$ cat src/common/sysctl_pkg.sv
// Shared definitions for the system controller.
// Holds the bus and strobe structs, the register map and the constants that
// every block of the controller and its testbench import.

package sysctl_pkg;

	////////////////////////////////////////////////////////////
	// Constants
	////////////////////////////////////////////////////////////
	localparam int CSR_ADDR_WIDTH = 14; // Word address of the CSR bus.
	localparam int CSR_DATA_WIDTH = 32; // Data width of the CSR bus.
	localparam logic [3:0] CSR_BANK = 4'h0; // Bank that selects this controller.
	localparam int GPIO_WIDTH = 16; // Number of GPIO inputs and outputs.
	localparam int TIMER_WIDTH = 32; // Counter and compare width.
	localparam int SCRATCH_WIDTH = 8; // Debug scratchpad width.
	localparam int CMD_WIDTH = 16; // Reconfiguration command word width.
	localparam int CMD_BUSY_CYCLES = 4; // Cycles one command occupies the port.
	localparam int CMD_CNT_WIDTH = $clog2(CMD_BUSY_CYCLES); // Busy counter width.
	localparam logic [31:0] CLK_FREQ = 32'd25_000_000; // System clock in Hz.
	localparam logic [31:0] SYSTEM_ID = 32'h5343_3031; // Identity word.

	////////////////////////////////////////////////////////////
	// Register map and states
	////////////////////////////////////////////////////////////
	typedef enum logic [4:0] {
		gpio_in      = 5'd0,  // Read only.
		gpio_out     = 5'd1,
		gpio_irqen   = 5'd2,
		t0_ctrl      = 5'd4,  // Bit 0 enable, bit 1 auto-reload.
		t0_compare   = 5'd5,
		t0_counter   = 5'd6,
		t1_ctrl      = 5'd8,
		t1_compare   = 5'd9,
		t1_counter   = 5'd10,
		cmd          = 5'd16, // Write starts a command, read gives ready.
		scratch      = 5'd20,
		debug_ctrl   = 5'd21, // Bit 0 sets the write lock, bit 1 bus errors.
		clk_freq     = 5'd29, // Read only.
		capabilities = 5'd30, // Read only.
		system_id    = 5'd31  // A write requests a hard reset.
	} csr_reg_e;

	typedef enum logic {
		idle,
		busy
	} cmd_state_e;

	////////////////////////////////////////////////////////////
	// Structs
	////////////////////////////////////////////////////////////
	typedef struct packed {
		logic [CSR_ADDR_WIDTH-1:0] addr; // Upper four bits are the bank.
		logic we;
		logic [CSR_DATA_WIDTH-1:0] data;
	} csr_req_t;

	typedef struct packed {
		logic out_we;   // Loads the output register.
		logic irqen_we; // Loads the interrupt enables.
		logic [GPIO_WIDTH-1:0] data;
	} gpio_wr_t;

	typedef struct packed {
		logic [GPIO_WIDTH-1:0] pins_in; // Synchronized inputs.
		logic [GPIO_WIDTH-1:0] pins_out;
		logic [GPIO_WIDTH-1:0] irqen;
	} gpio_stat_t;

	typedef struct packed {
		logic ctrl_we;
		logic compare_we;
		logic counter_we;
		logic [TIMER_WIDTH-1:0] data;
	} timer_wr_t;

	typedef struct packed {
		logic en;
		logic ar;
		logic [TIMER_WIDTH-1:0] compare;
		logic [TIMER_WIDTH-1:0] counter;
	} timer_stat_t;

	typedef struct packed {
		logic start; // One-cycle write strobe on the cmd register.
		logic ce;
		logic write;
		logic [CMD_WIDTH-1:0] word;
	} cmd_req_t;

endpackage

$ cat src/gpio/sysctl_gpio.sv
// General-purpose I/O block of the system controller.
// Synchronizes the input pins, raises a one-cycle interrupt on any enabled
// level change and holds the output register written over the CSR bus.

`timescale 1ns/1ps

module sysctl_gpio
	import sysctl_pkg::*;
(
	input  logic sys_clk,
	input  logic sys_rst,
	input  logic [GPIO_WIDTH-1:0] pins_in,
	input  gpio_wr_t wr,
	output logic [GPIO_WIDTH-1:0] pins_out,
	output gpio_stat_t stat,
	output logic irq
);

	logic [GPIO_WIDTH-1:0] sync0; // First stage, may be metastable.
	logic [GPIO_WIDTH-1:0] sync1; // Stable input value seen by software.
	logic [GPIO_WIDTH-1:0] prev; // Value of sync1 one cycle earlier.
	logic [GPIO_WIDTH-1:0] irqen; // Per-input interrupt enables.
	logic [GPIO_WIDTH-1:0] changed;

	////////////////////////////////////////////////////////////
	// Input path
	////////////////////////////////////////////////////////////
	always_ff @(posedge sys_clk) begin
		sync0 <= pins_in; // Two flops before any logic looks at a pin.
		sync1 <= sync0;
		prev <= sync1;
	end

	assign changed = (sync1 ^ prev) & irqen; // Only enabled inputs count.

	always_ff @(posedge sys_clk) begin
		if (sys_rst) begin
			irq <= 1'b0;
		end else begin
			irq <= |changed; // High for one cycle per change.
		end
	end

	////////////////////////////////////////////////////////////
	// Output and enable registers
	////////////////////////////////////////////////////////////
	always_ff @(posedge sys_clk) begin
		if (sys_rst) begin
			pins_out <= '0; // Outputs come up low.
			irqen <= '0; // No interrupts until software asks.
		end else begin
			if (wr.out_we) pins_out <= wr.data;
			if (wr.irqen_we) irqen <= wr.data;
		end
	end

	assign stat.pins_in = sync1;
	assign stat.pins_out = pins_out;
	assign stat.irqen = irqen;

endmodule

$ cat src/timer/sysctl_timer.sv
// One 32-bit timer of the system controller; the top level has two of them.
// Counts up while enabled, pulses irq for one cycle when the counter meets
// the compare value, then reloads to 1 or stops according to auto-reload.

`timescale 1ns/1ps

module sysctl_timer
	import sysctl_pkg::*;
(
	input  logic sys_clk,
	input  logic sys_rst,
	input  timer_wr_t wr,
	output timer_stat_t stat,
	output logic irq
);

	logic en; // Timer runs while set.
	logic ar; // Auto-reload on match.
	logic [TIMER_WIDTH-1:0] compare;
	logic [TIMER_WIDTH-1:0] counter;
	logic match;

	assign match = (counter == compare); // Combinational, used in the same cycle.

	////////////////////////////////////////////////////////////
	// Counter and control
	////////////////////////////////////////////////////////////
	always_ff @(posedge sys_clk) begin
		if (sys_rst) begin
			en <= 1'b0;
			ar <= 1'b0;
			compare <= '1; // Farthest possible match.
			counter <= '0;
			irq <= 1'b0;
		end else begin
			irq <= en & match; // Exactly one cycle per match.

			if (en & ~match) begin
				counter <= counter + 1'b1; // Count toward the compare value.
			end

			if (en & match) begin
				if (ar) begin
					counter <= TIMER_WIDTH'(1); // Next period starts at 1.
				end else begin
					en <= 1'b0; // One-shot is done.
				end
			end

			// Bus writes come last so they win over the counting above.
			if (wr.ctrl_we) begin
				en <= wr.data[0];
				ar <= wr.data[1];
			end
			if (wr.compare_we) begin
				compare <= wr.data;
			end
			if (wr.counter_we) begin
				counter <= wr.data; // Overrides an increment or reload.
			end
		end
	end

	////////////////////////////////////////////////////////////
	// Status
	////////////////////////////////////////////////////////////
	assign stat.en = en;
	assign stat.ar = ar;
	assign stat.compare = compare;
	assign stat.counter = counter;

endmodule

$ cat src/source/sysctl_cmdport.sv
// Reconfiguration command port.
// An accepted start latches the command word and drives it out for
// CMD_BUSY_CYCLES cycles with cmd_strobe high; ready is low meanwhile.

`timescale 1ns/1ps

module sysctl_cmdport
	import sysctl_pkg::*;
(
	input  logic sys_clk,
	input  logic sys_rst,
	input  cmd_req_t req,
	output logic ready,
	output logic cmd_strobe,
	output logic cmd_ce,
	output logic cmd_write,
	output logic [CMD_WIDTH-1:0] cmd_data
);

	cmd_state_e state;
	logic [CMD_CNT_WIDTH-1:0] cnt; // Cycles left in the busy phase.
	cmd_req_t lat; // Command latched at the start.

	always_ff @(posedge sys_clk) begin
		if (sys_rst) begin
			state <= idle;
			cnt <= '0;
		end else begin
			case (state)
				idle: begin
					if (req.start) begin
						state <= busy; // Ready falls at this edge.
						cnt <= CMD_CNT_WIDTH'(CMD_BUSY_CYCLES - 1);
					end
				end
				busy: begin
					if (cnt == '0) begin
						state <= idle; // Last busy cycle is over.
					end else begin
						cnt <= cnt - 1'b1;
					end
				end
				default: state <= idle;
			endcase
		end
	end

	always_ff @(posedge sys_clk) begin
		if (state == idle && req.start) lat <= req; // Starts while busy are dropped.
	end

	assign ready = (state == idle);
	assign cmd_strobe = (state == busy);
	assign cmd_ce = cmd_strobe & lat.ce; // Port is quiet while idle.
	assign cmd_write = cmd_strobe & lat.write;
	assign cmd_data = lat.word;

endmodule

$ cat src/source/sysctl_csr.sv
// Register bank of the system controller on the CSR bus.
// Decodes the bank and offset into write strobes for the GPIO, timer and
// command blocks, owns the debug and reset controls, and registers the
// read data so that it appears one cycle after the address.

`timescale 1ns/1ps

module sysctl_csr
	import sysctl_pkg::*;
(
	input  logic sys_clk,
	input  logic sys_rst,
	input  csr_req_t req,
	input  logic [31:0] capabilities,
	input  gpio_stat_t gpio_stat,
	input  timer_stat_t t0_stat,
	input  timer_stat_t t1_stat,
	input  logic cmd_ready,
	output logic [CSR_DATA_WIDTH-1:0] rdata,
	output gpio_wr_t gpio_wr,
	output timer_wr_t t0_wr,
	output timer_wr_t t1_wr,
	output cmd_req_t cmd_req,
	output logic debug_write_lock,
	output logic bus_errors_en,
	output logic hard_reset
);

	logic selected; // Bank matches this controller.
	logic wr_en; // Selected write in this cycle.
	csr_reg_e offset; // Register within the bank.
	logic [SCRATCH_WIDTH-1:0] scratchpad;

	////////////////////////////////////////////////////////////
	// Decode
	////////////////////////////////////////////////////////////
	assign selected = (req.addr[CSR_ADDR_WIDTH-1:CSR_ADDR_WIDTH-4] == CSR_BANK);
	assign wr_en = selected & req.we;
	assign offset = csr_reg_e'(req.addr[4:0]); // Bits 9:5 are ignored.

	// GPIO strobes.
	assign gpio_wr.out_we = wr_en & (offset == gpio_out);
	assign gpio_wr.irqen_we = wr_en & (offset == gpio_irqen);
	assign gpio_wr.data = req.data[GPIO_WIDTH-1:0];

	// Timer strobes, one set per timer.
	assign t0_wr.ctrl_we = wr_en & (offset == t0_ctrl);
	assign t0_wr.compare_we = wr_en & (offset == t0_compare);
	assign t0_wr.counter_we = wr_en & (offset == t0_counter);
	assign t0_wr.data = req.data[TIMER_WIDTH-1:0];
	assign t1_wr.ctrl_we = wr_en & (offset == t1_ctrl);
	assign t1_wr.compare_we = wr_en & (offset == t1_compare);
	assign t1_wr.counter_we = wr_en & (offset == t1_counter);
	assign t1_wr.data = req.data[TIMER_WIDTH-1:0];

	// The command port itself drops a start that arrives while busy.
	assign cmd_req.start = wr_en & (offset == cmd);
	assign cmd_req.ce = req.data[16];
	assign cmd_req.write = req.data[17];
	assign cmd_req.word = req.data[CMD_WIDTH-1:0];

	////////////////////////////////////////////////////////////
	// Control registers
	////////////////////////////////////////////////////////////
	always_ff @(posedge sys_clk) begin
		if (sys_rst) begin
			debug_write_lock <= 1'b0;
			bus_errors_en <= 1'b0;
			hard_reset <= 1'b0;
		end else if (wr_en) begin
			if (offset == debug_ctrl) begin
				if (req.data[0]) debug_write_lock <= 1'b1; // Sticky until reset.
				bus_errors_en <= req.data[1];
			end
			if (offset == system_id) begin
				hard_reset <= 1'b1; // Held until the SoC resets us.
			end
		end
	end

	always_ff @(posedge sys_clk) begin
		if (wr_en && offset == scratch) begin
			scratchpad <= req.data[SCRATCH_WIDTH-1:0]; // Free for the debugger.
		end
	end

	////////////////////////////////////////////////////////////
	// Read multiplexer
	////////////////////////////////////////////////////////////
	always_ff @(posedge sys_clk) begin
		if (sys_rst) begin
			rdata <= '0;
		end else if (!selected) begin
			rdata <= '0; // Other banks see nothing from us.
		end else begin
			case (offset)
				gpio_in: rdata <= CSR_DATA_WIDTH'(gpio_stat.pins_in);
				gpio_out: rdata <= CSR_DATA_WIDTH'(gpio_stat.pins_out);
				gpio_irqen: rdata <= CSR_DATA_WIDTH'(gpio_stat.irqen);
				t0_ctrl: rdata <= CSR_DATA_WIDTH'({t0_stat.ar, t0_stat.en});
				t0_compare: rdata <= CSR_DATA_WIDTH'(t0_stat.compare);
				t0_counter: rdata <= CSR_DATA_WIDTH'(t0_stat.counter);
				t1_ctrl: rdata <= CSR_DATA_WIDTH'({t1_stat.ar, t1_stat.en});
				t1_compare: rdata <= CSR_DATA_WIDTH'(t1_stat.compare);
				t1_counter: rdata <= CSR_DATA_WIDTH'(t1_stat.counter);
				cmd: rdata <= CSR_DATA_WIDTH'(cmd_ready);
				scratch: rdata <= CSR_DATA_WIDTH'(scratchpad);
				debug_ctrl: rdata <= CSR_DATA_WIDTH'({bus_errors_en, debug_write_lock});
				clk_freq: rdata <= CLK_FREQ;
				sysctl_pkg::capabilities: rdata <= capabilities; // Strapped at the top.
				system_id: rdata <= SYSTEM_ID;
				default: rdata <= '0; // Holes in the map read as zero.
			endcase
		end
	end

endmodule

$ cat src/source/sysctl.sv
// Top level of the system controller.
// Packs the CSR bus pins into a request for the register bank and wires the
// GPIO block, the two timers and the command port to it and to the pins.

`timescale 1ns/1ps

module sysctl
	import sysctl_pkg::*;
(
	input  logic sys_clk,
	input  logic sys_rst,
	input  logic [CSR_ADDR_WIDTH-1:0] csr_a,
	input  logic csr_we,
	input  logic [CSR_DATA_WIDTH-1:0] csr_di,
	output logic [CSR_DATA_WIDTH-1:0] csr_do,
	input  logic [GPIO_WIDTH-1:0] gpio_inputs,
	output logic [GPIO_WIDTH-1:0] gpio_outputs,
	input  logic [31:0] capabilities,
	output logic gpio_irq,
	output logic timer0_irq,
	output logic timer1_irq,
	output logic debug_write_lock,
	output logic bus_errors_en,
	output logic hard_reset,
	output logic cmd_strobe,
	output logic cmd_ce,
	output logic cmd_write,
	output logic [CMD_WIDTH-1:0] cmd_data
);

	csr_req_t csr_req; // Bus pins gathered into one request.
	gpio_wr_t gpio_wr;
	gpio_stat_t gpio_stat;
	timer_wr_t t0_wr;
	timer_wr_t t1_wr;
	timer_stat_t t0_stat;
	timer_stat_t t1_stat;
	cmd_req_t cmd_req;
	logic cmd_ready;

	assign csr_req.addr = csr_a;
	assign csr_req.we = csr_we;
	assign csr_req.data = csr_di;

	sysctl_csr csr_i (
		.sys_clk(sys_clk), .sys_rst(sys_rst), .req(csr_req),
		.capabilities(capabilities), .gpio_stat(gpio_stat),
		.t0_stat(t0_stat), .t1_stat(t1_stat), .cmd_ready(cmd_ready),
		.rdata(csr_do), .gpio_wr(gpio_wr), .t0_wr(t0_wr), .t1_wr(t1_wr),
		.cmd_req(cmd_req), .debug_write_lock(debug_write_lock),
		.bus_errors_en(bus_errors_en), .hard_reset(hard_reset)
	);

	sysctl_gpio gpio_i (
		.sys_clk(sys_clk), .sys_rst(sys_rst), .pins_in(gpio_inputs), .wr(gpio_wr),
		.pins_out(gpio_outputs), .stat(gpio_stat), .irq(gpio_irq)
	);

	// The two timers run side by side and never interact.
	sysctl_timer timer0_i (
		.sys_clk(sys_clk), .sys_rst(sys_rst), .wr(t0_wr), .stat(t0_stat), .irq(timer0_irq)
	);

	sysctl_timer timer1_i (
		.sys_clk(sys_clk), .sys_rst(sys_rst), .wr(t1_wr), .stat(t1_stat), .irq(timer1_irq)
	);

	sysctl_cmdport cmdport_i (
		.sys_clk(sys_clk), .sys_rst(sys_rst), .req(cmd_req), .ready(cmd_ready),
		.cmd_strobe(cmd_strobe), .cmd_ce(cmd_ce), .cmd_write(cmd_write),
		.cmd_data(cmd_data)
	);

endmodule

$ cat config.mk
export PLATFORM = sky130hd
export DESIGN_NAME = sysctl
export DESIGN_NICKNAME = d
export VERILOG_FILES = /design/src/common/sysctl_pkg.sv /design/src/gpio/sysctl_gpio.sv /design/src/timer/sysctl_timer.sv /design/src/source/sysctl_cmdport.sv /design/src/source/sysctl_csr.sv /design/src/source/sysctl.sv
export SDC_FILE = /design/constraint.sdc
export NUM_CORES = 1
export LEC_CHECK = 0
export BUFFER_PORTS_ARGS = -buffer_cell sky130_fd_sc_hd__buf_2
export CAP_MARGIN = 5
export CELL_PAD_IN_SITES_DETAIL_PLACEMENT = 1
export CELL_PAD_IN_SITES_GLOBAL_PLACEMENT = 2
export CORE_UTILIZATION = 38
export DETAILED_ROUTE_END_ITERATION = 8
export PLACE_DENSITY_LB_ADDON = 0.1
export REMOVE_ABC_BUFFERS = 1
export SLEW_MARGIN = 5
export SYNTH_ARGS = -nofsm -noshare
export SYNTH_HDL_FRONTEND = slang
export SYNTH_SLANG_ARGS = --single-unit
$ cat constraint.sdc
create_clock -name sys_clk -period 5.6 [get_ports sys_clk]
set_input_delay 0.28 -clock sys_clk [delete_from_list [all_inputs] [get_ports sys_clk]]
set_output_delay 0.28 -clock sys_clk [all_outputs]
set_load 0.01 [all_outputs]
; Yosys cells after proc, flatten, opt, wreduce, memory -nomap -nowiden
; Cells that the tools add are included.
[totals]
ff_bits = 279
latchBits = 0
mem_bits_rw = 0
mem_bits_ro = 0
input_bits = 97
wordCells = 107
n_memories = 0
[op_classes]
n_addsub = 3
multipliers = 0
div = 0
magnitude_cmp = 0
eq_ne = 20
shift = 0
muxes = 21
n_bitwise = 22
n_reduce_logical = 15
[ops]
columns = operator, n
row1 = $pmux 32 s15, 1
row2 = $mux 32, 8
row3 = $add 32x1->32 const B, 2
row4 = $eq 32x32->1, 2
row5 = $eq 5x5->1 const B, 6
row6 = $and 1x1->1, 16
row7 = $and 16x16->16, 1
row8 = $reduce_or 16->1, 1
row9 = $xor 16x16->16, 1
row10 = $eq 5x3->1 const B, 3
row11 = $eq 5x4->1 const B, 3
row12 = $reduce_and 2->1, 5
row13 = $mux 1, 8
row14 = $ne 2x2->1 const B, 3
row15 = $eq 5x1->1 const B, 1
row16 = $eq 5x2->1 const B, 1
row17 = $logic_not 5->1, 1
row18 = $logic_not 4->1, 1
row19 = $mux 2, 2
row20 = $not 1->1, 4
row21 = $pmux 2 s2, 1
row22 = $reduce_bool 2->1, 2
row23 = $reduce_and 3->1, 1
row24 = $logic_and 1x1->1, 2
row25 = 5 further kinds, 5

; Depth between registers and ports, before layout
[depth]
ltp_word = 7
mapped_depth = 9
depth_no_buf = 8

; By module
; A second synthesis with hierarchy kept.
[unflattened]
cells_unflattened = 1559
area_unflattened_um2 = 14756.7
[by_module_without_submodules]
columns = module, instances, cells_each, area_each_um2, seq_area_each_um2
row1 = sysctl_timer, 2, 430, 3814.9, 1341.3
row2 = sysctl_csr, 1, 454, 3842.4, 940.9
row3 = sysctl_gpio, 1, 195, 2467.4, 1621.6
row4 = sysctl_cmdport, 1, 50, 817.0, 600.6

; Worst setup path before layout
; Ideal clock, no wire load.
[synth_timing]
kind = input port to flip-flop
start = in csr_a[0]
end = reg cmdport_i.cnt[0]
arrival_ns = 2.214
slack_ns = 3.300
stages = 6
n_path_buf = 1
path_cell_list = buf_2 or3_1 or4b_1 nor2_2 nor3_1 a211oi_1
[synth_between]
elab_chain_len = 4
[synth_rtl]
columns = item, line
row1 = "start, declared", sysctl.sv:12  ; input logic [CSR_ADDR_WIDTH-1:0] csr_a,
row2 = $eq 5x5->1, sysctl_csr.sv:57  ; assign cmd_req.start = wr_en & (offset == cmd);
row3 = $and 1x1->1, sysctl_csr.sv:57
row4 = $ne 2x1->1 (no source line), --
row5 = $reduce_and 2->1 (no source line), --
row6 = "end signal, assigned", sysctl_cmdport.sv:33  ; cnt <= CMD_CNT_WIDTH'(CMD_BUSY_CYCLES - 1);
row7 = "end signal, assigned", sysctl_cmdport.sv:40  ; cnt <= cnt - 1'b1;
row8 = "end, declared", sysctl_cmdport.sv:21  ; logic [CMD_CNT_WIDTH-1:0] cnt;
; Every way passes these cells.
; A chain may end at the register's enable or synchronous reset.

; Worst setup path after layout
[layout_timing]
start = reg timer0_i.counter[3]
end = reg timer0_i.counter[21]
[layout_between]
elab_chain_len = 7
elab_cells_between_ends = 9
cone_classes = 1 x add/sub / 1 x eq/ne / 4 x mux / 3 x bitwise
[layout_rtl]
columns = item, line
row1 = "start, declared", sysctl_timer.sv:20  ; logic [TIMER_WIDTH-1:0] counter;
row2 = "start signal, assigned", sysctl_timer.sv:39  ; counter <= counter + 1'b1;
row3 = "start signal, assigned", sysctl_timer.sv:59  ; counter <= wr.data;
row4 = branches (longest 5 deep; another with $add 32x1->32), --
row5 = $mux 32 (*), sysctl_timer.sv:42  ; if (en & match) begin
row6 = $mux 32 (*), sysctl_timer.sv:58  ; if (wr.counter_we) begin
; Mark *: on every way between the ends.

==> metrics.md <==
| Metric | Value |
|---|---|
| Min-delay worst type | `in -> reg` |
| Post-layout min period | `3350 ps` |
| Post-CTS Resized | `0` |
| Gr ovfl total | `0` |
| Yosys reg bits | `279` |
| IR Drop Worst-Case VDD | `0.000236 V` |
| Fmax | `0.299 GHz` |
| Global-route wire length before repair | `72400 um` |
| Post-synth top area cell | `dfxtp_1` |
| Worst clock skew | `29.2 ps` |
| Startpoint Class | `flop` |
| Sw Share | `23.3%` |
| Hpwl dp | `32500 um` |
| CTS tree | `done` |
| Synthesized area per cell | `8.81 um2` |
| Unique masters post-synth | `66` |
| Critical Path AT | `3780 ps` |
| Antenna violations before repair | `0` |
| H-tree levels | `1` |
| Nets | `1647` |
| Clk_lat worst skew | `580 ps` |
| 1st-iter DRT viols | `649` |
| Register area | `0.00585 mm2` |
| I/O pins | `170` |
| CTS root buf | `clkbuf_16` |
| Top FF cell, synth | `dfxtp_1` |
| GRT Util Overall | `28.6%` |
| Slew HR | `23.9%` |
| Hold path startpoint | `csr_di[18]` |
| Crit path max fanout | `14` |
| Pwr Total | `4370 uW` |
| Via Count | `11500` |
| Int Power | `3350 uW` |
| Reg power frac | `47.3%` |
| RSZ-0062 raised after global routing | `no` |
| Commonest cells after routing, fill and taps aside | `nand2_1 (297), dfxtp_1 (253), buf_2 (164)` |
| Power Density | `296 mW/mm2` |
| Psw | `1020 uW` |
| Register area share after synthesis | `46.5%` |
| Critical path required time | `6030 ps` |
| CP Capture Type | `flop` |
| Outcome | `complete, but fails checks` |
| DRC | `0` |
| Worst slew pin tran | `1140 ps` |
| # port buffers | `164` |
| Synthesized instance count | `1425` |
| Die height | `184 um` |
| Power share of the clock group | `48.4%` |
| Part of the power in combinational logic | `4.3%` |
| Initial Utilization | `38.6%` |
| Synth top area share | `40.3%` |
| WS Path Type | `reg -> reg` |
| Worst-path clk slew | `60 ps` |
| Final Hold Vio Count | `1` |
| Num rows | `66` |
| Maxcap violations | `0` |
| Placer Congestion | `0.851` |
| Final core occ | `45.5%` |
| Async SR Flop Fraction | `0%` |
| Fin. max-slew vios | `0` |
| Reg-to-Reg Start | `timer0_i.counter[3]` |
| Diodes inserted | `0` |
| TritonCTS buffer count | `31` |
| Synthesized cell area | `0.0126 mm2` |
| Detailed Route WL | `48100 um` |
| Hold WS | `-3.99 ps` |
| Failing checks | `hold timing` |
| Core box area | `0.0325 mm2` |
| Crit share post-route | `59.8%` |
| Placed cells | `1927` |
| EDFF count, synth | `26` |
| Area of the multi-input gates | `0.00603 mm2` |
| Fin cells | `2013` |
| Clk buf depth | `3` |
| Pin count of the biggest net entering global routing | `40` |
| Fillers | `3842` |
| Most common cell after layout, fill and taps aside | `nand2_1` |
| Leak | `0.00538 uW` |
| Sink Count | `279` |
| Fin Setup TNS | `0 ps` |
| Horiz. Die Dim | `184 um` |
| # setup viols final | `0` |
| Share of cells above drive strength 1 | `18.0%` |
| Synthesis-to-finish area growth | `17.8%` |
| Pre-antenna DRT Iters | `7` |
| Vias per cell | `5.70` |
| Routed len/inst | `23.9 um` |
| Full die area | `0.0338 mm2` |
| Remaining antenna violation count | `0` |
| Number of global-route vias before repair | `11600` |
| Ys Warns | `0` |
| CP Launch Point | `timer0_i.counter[3]` |
| Top post-synthesis cells by area | `dfxtp_1 (40%), nand2_1 (8.9%), edfxtp_1 (6.2%), xor2_1 (5.8%), nand3_1 (3.6%)` |
-- final timing paths --
kind	end	slack [ps]	cells after the start
setup / recovery	timer0_i.counter[21]	2250	8
hold / removal	timer0_i.counter[18]	-4	3
hold reg to reg	gpio_i.sync1[15]	320	0
setup reg to reg	timer0_i.counter[21]	2250	8
-- synthesized netlist by cell type (15+ instances only) --
master      n
a31oi_1    33
a22o_1     18
a221oi_1   22
o21ai_1    41
a21oi_1    60
xnor2_1    43
o21ai_0    15
clkbuf_1   46
a22oi_1    59
nand3_1    91
nor3_1     43
nor4_1     17
buf_4      37
xor2_1     83
buf_2      36
nand4_1    16
nor2_1     39
dfxtp_1   253
nand2_1   299
edfxtp_1   26
-- area by class of cell --
| class | instances | share of cell area (%) |
|---|---|---|
| Clock buffer | 35 | 5.35 |
| Multi-Input combinational cell | 1005 | 40.7 |
| Clock inverter | 22 | 1.66 |
| Sequential cell | 279 | 39.5 |
| Tap cell | 442 | 3.74 |
| Inverter | 16 | 0.406 |
| Timing Repair Buffer | 214 | 8.58 |
-- sequential cells by signal, summed over array words and instances, names as in the netlist, 2 cells and up --
| name | cells |
|---|---|
| gpio_i.prev | 16 |
| csr_i.rdata | 32 |
| csr_i.scratchpad | 8 |
| gpio_i.pins_out | 16 |
| timer1_i.compare | 32 |
| timer0_i.compare | 32 |
| gpio_i.irqen | 16 |
| cmdport_i.cnt | 2 |
| timer0_i.counter | 32 |
| cmdport_i.lat | 2 |
| gpio_i.sync1 | 16 |
| timer1_i.counter | 32 |
| cmdport_i.cmd_data | 16 |
| gpio_i.sync0 | 16 |
-- routing by layer --
metal | part of all wire, % | wire length [um] | track usage [%]
met1 | 43 | 20900 | 36.7
met2 | 48 | 23100 | 49.0
met3 | 5.5 | 2630 | 4.14
met4 | 3.1 | 1510 | 9.27
met5 | 0 | 0 | 0
-- power groups by stage --
| stage | Clock [uW] | Sequential (uW) | Combinational (uW) |
|---|---|---|---|
| global route | 2230 | 2070 | 202 |
| detailed placement | 0 | 2110 | 171 |
| global placement | 0 | 2110 | 169 |
| floorplan | 0 | 2100 | 63.4 |
| finish | 2110 | 2070 | 189 |
| CTS | 2140 | 2070 | 187 |
-- metrics by stage --
stage,worst slack [ps],hold WS [ps],cell area [um2]
after floorplan,2510,308,11900
after global placement,2270,310,13500
after detailed placement,2230,313,13500
after CTS,2220,0.0984,14800
after global routing,2060,13.3,14800
final,2250,-3.99,14800
-- critical path, cell delays in order (launching register included) --
cell     delay, ps
dfxtp_1        510
xor2_1         230
nor4_1         710
nand4_1        330
o21ai_2        610
buf_4          350
and4b_1        250
xnor2_1        140
o21ai_1         70
-- kinds of logic after synthesis --
family	share of synthesized area, %
xor gates and xnor gates	8.79
AOI/OAI and AO/OA	15.4
buffers and inverters	5.82
and+or+nand+nor	22.5
muxes	0.727
adders and majority gates	0.299
DFF	46.5
-- timing repair --
item | in CTS | in global routing
buffers inserted | 0 | 0
hold buffers | 29 | 0
endpoints found under the hold margin | 51 | 0
No activity file was read; power rests on OpenSTA's default activity.
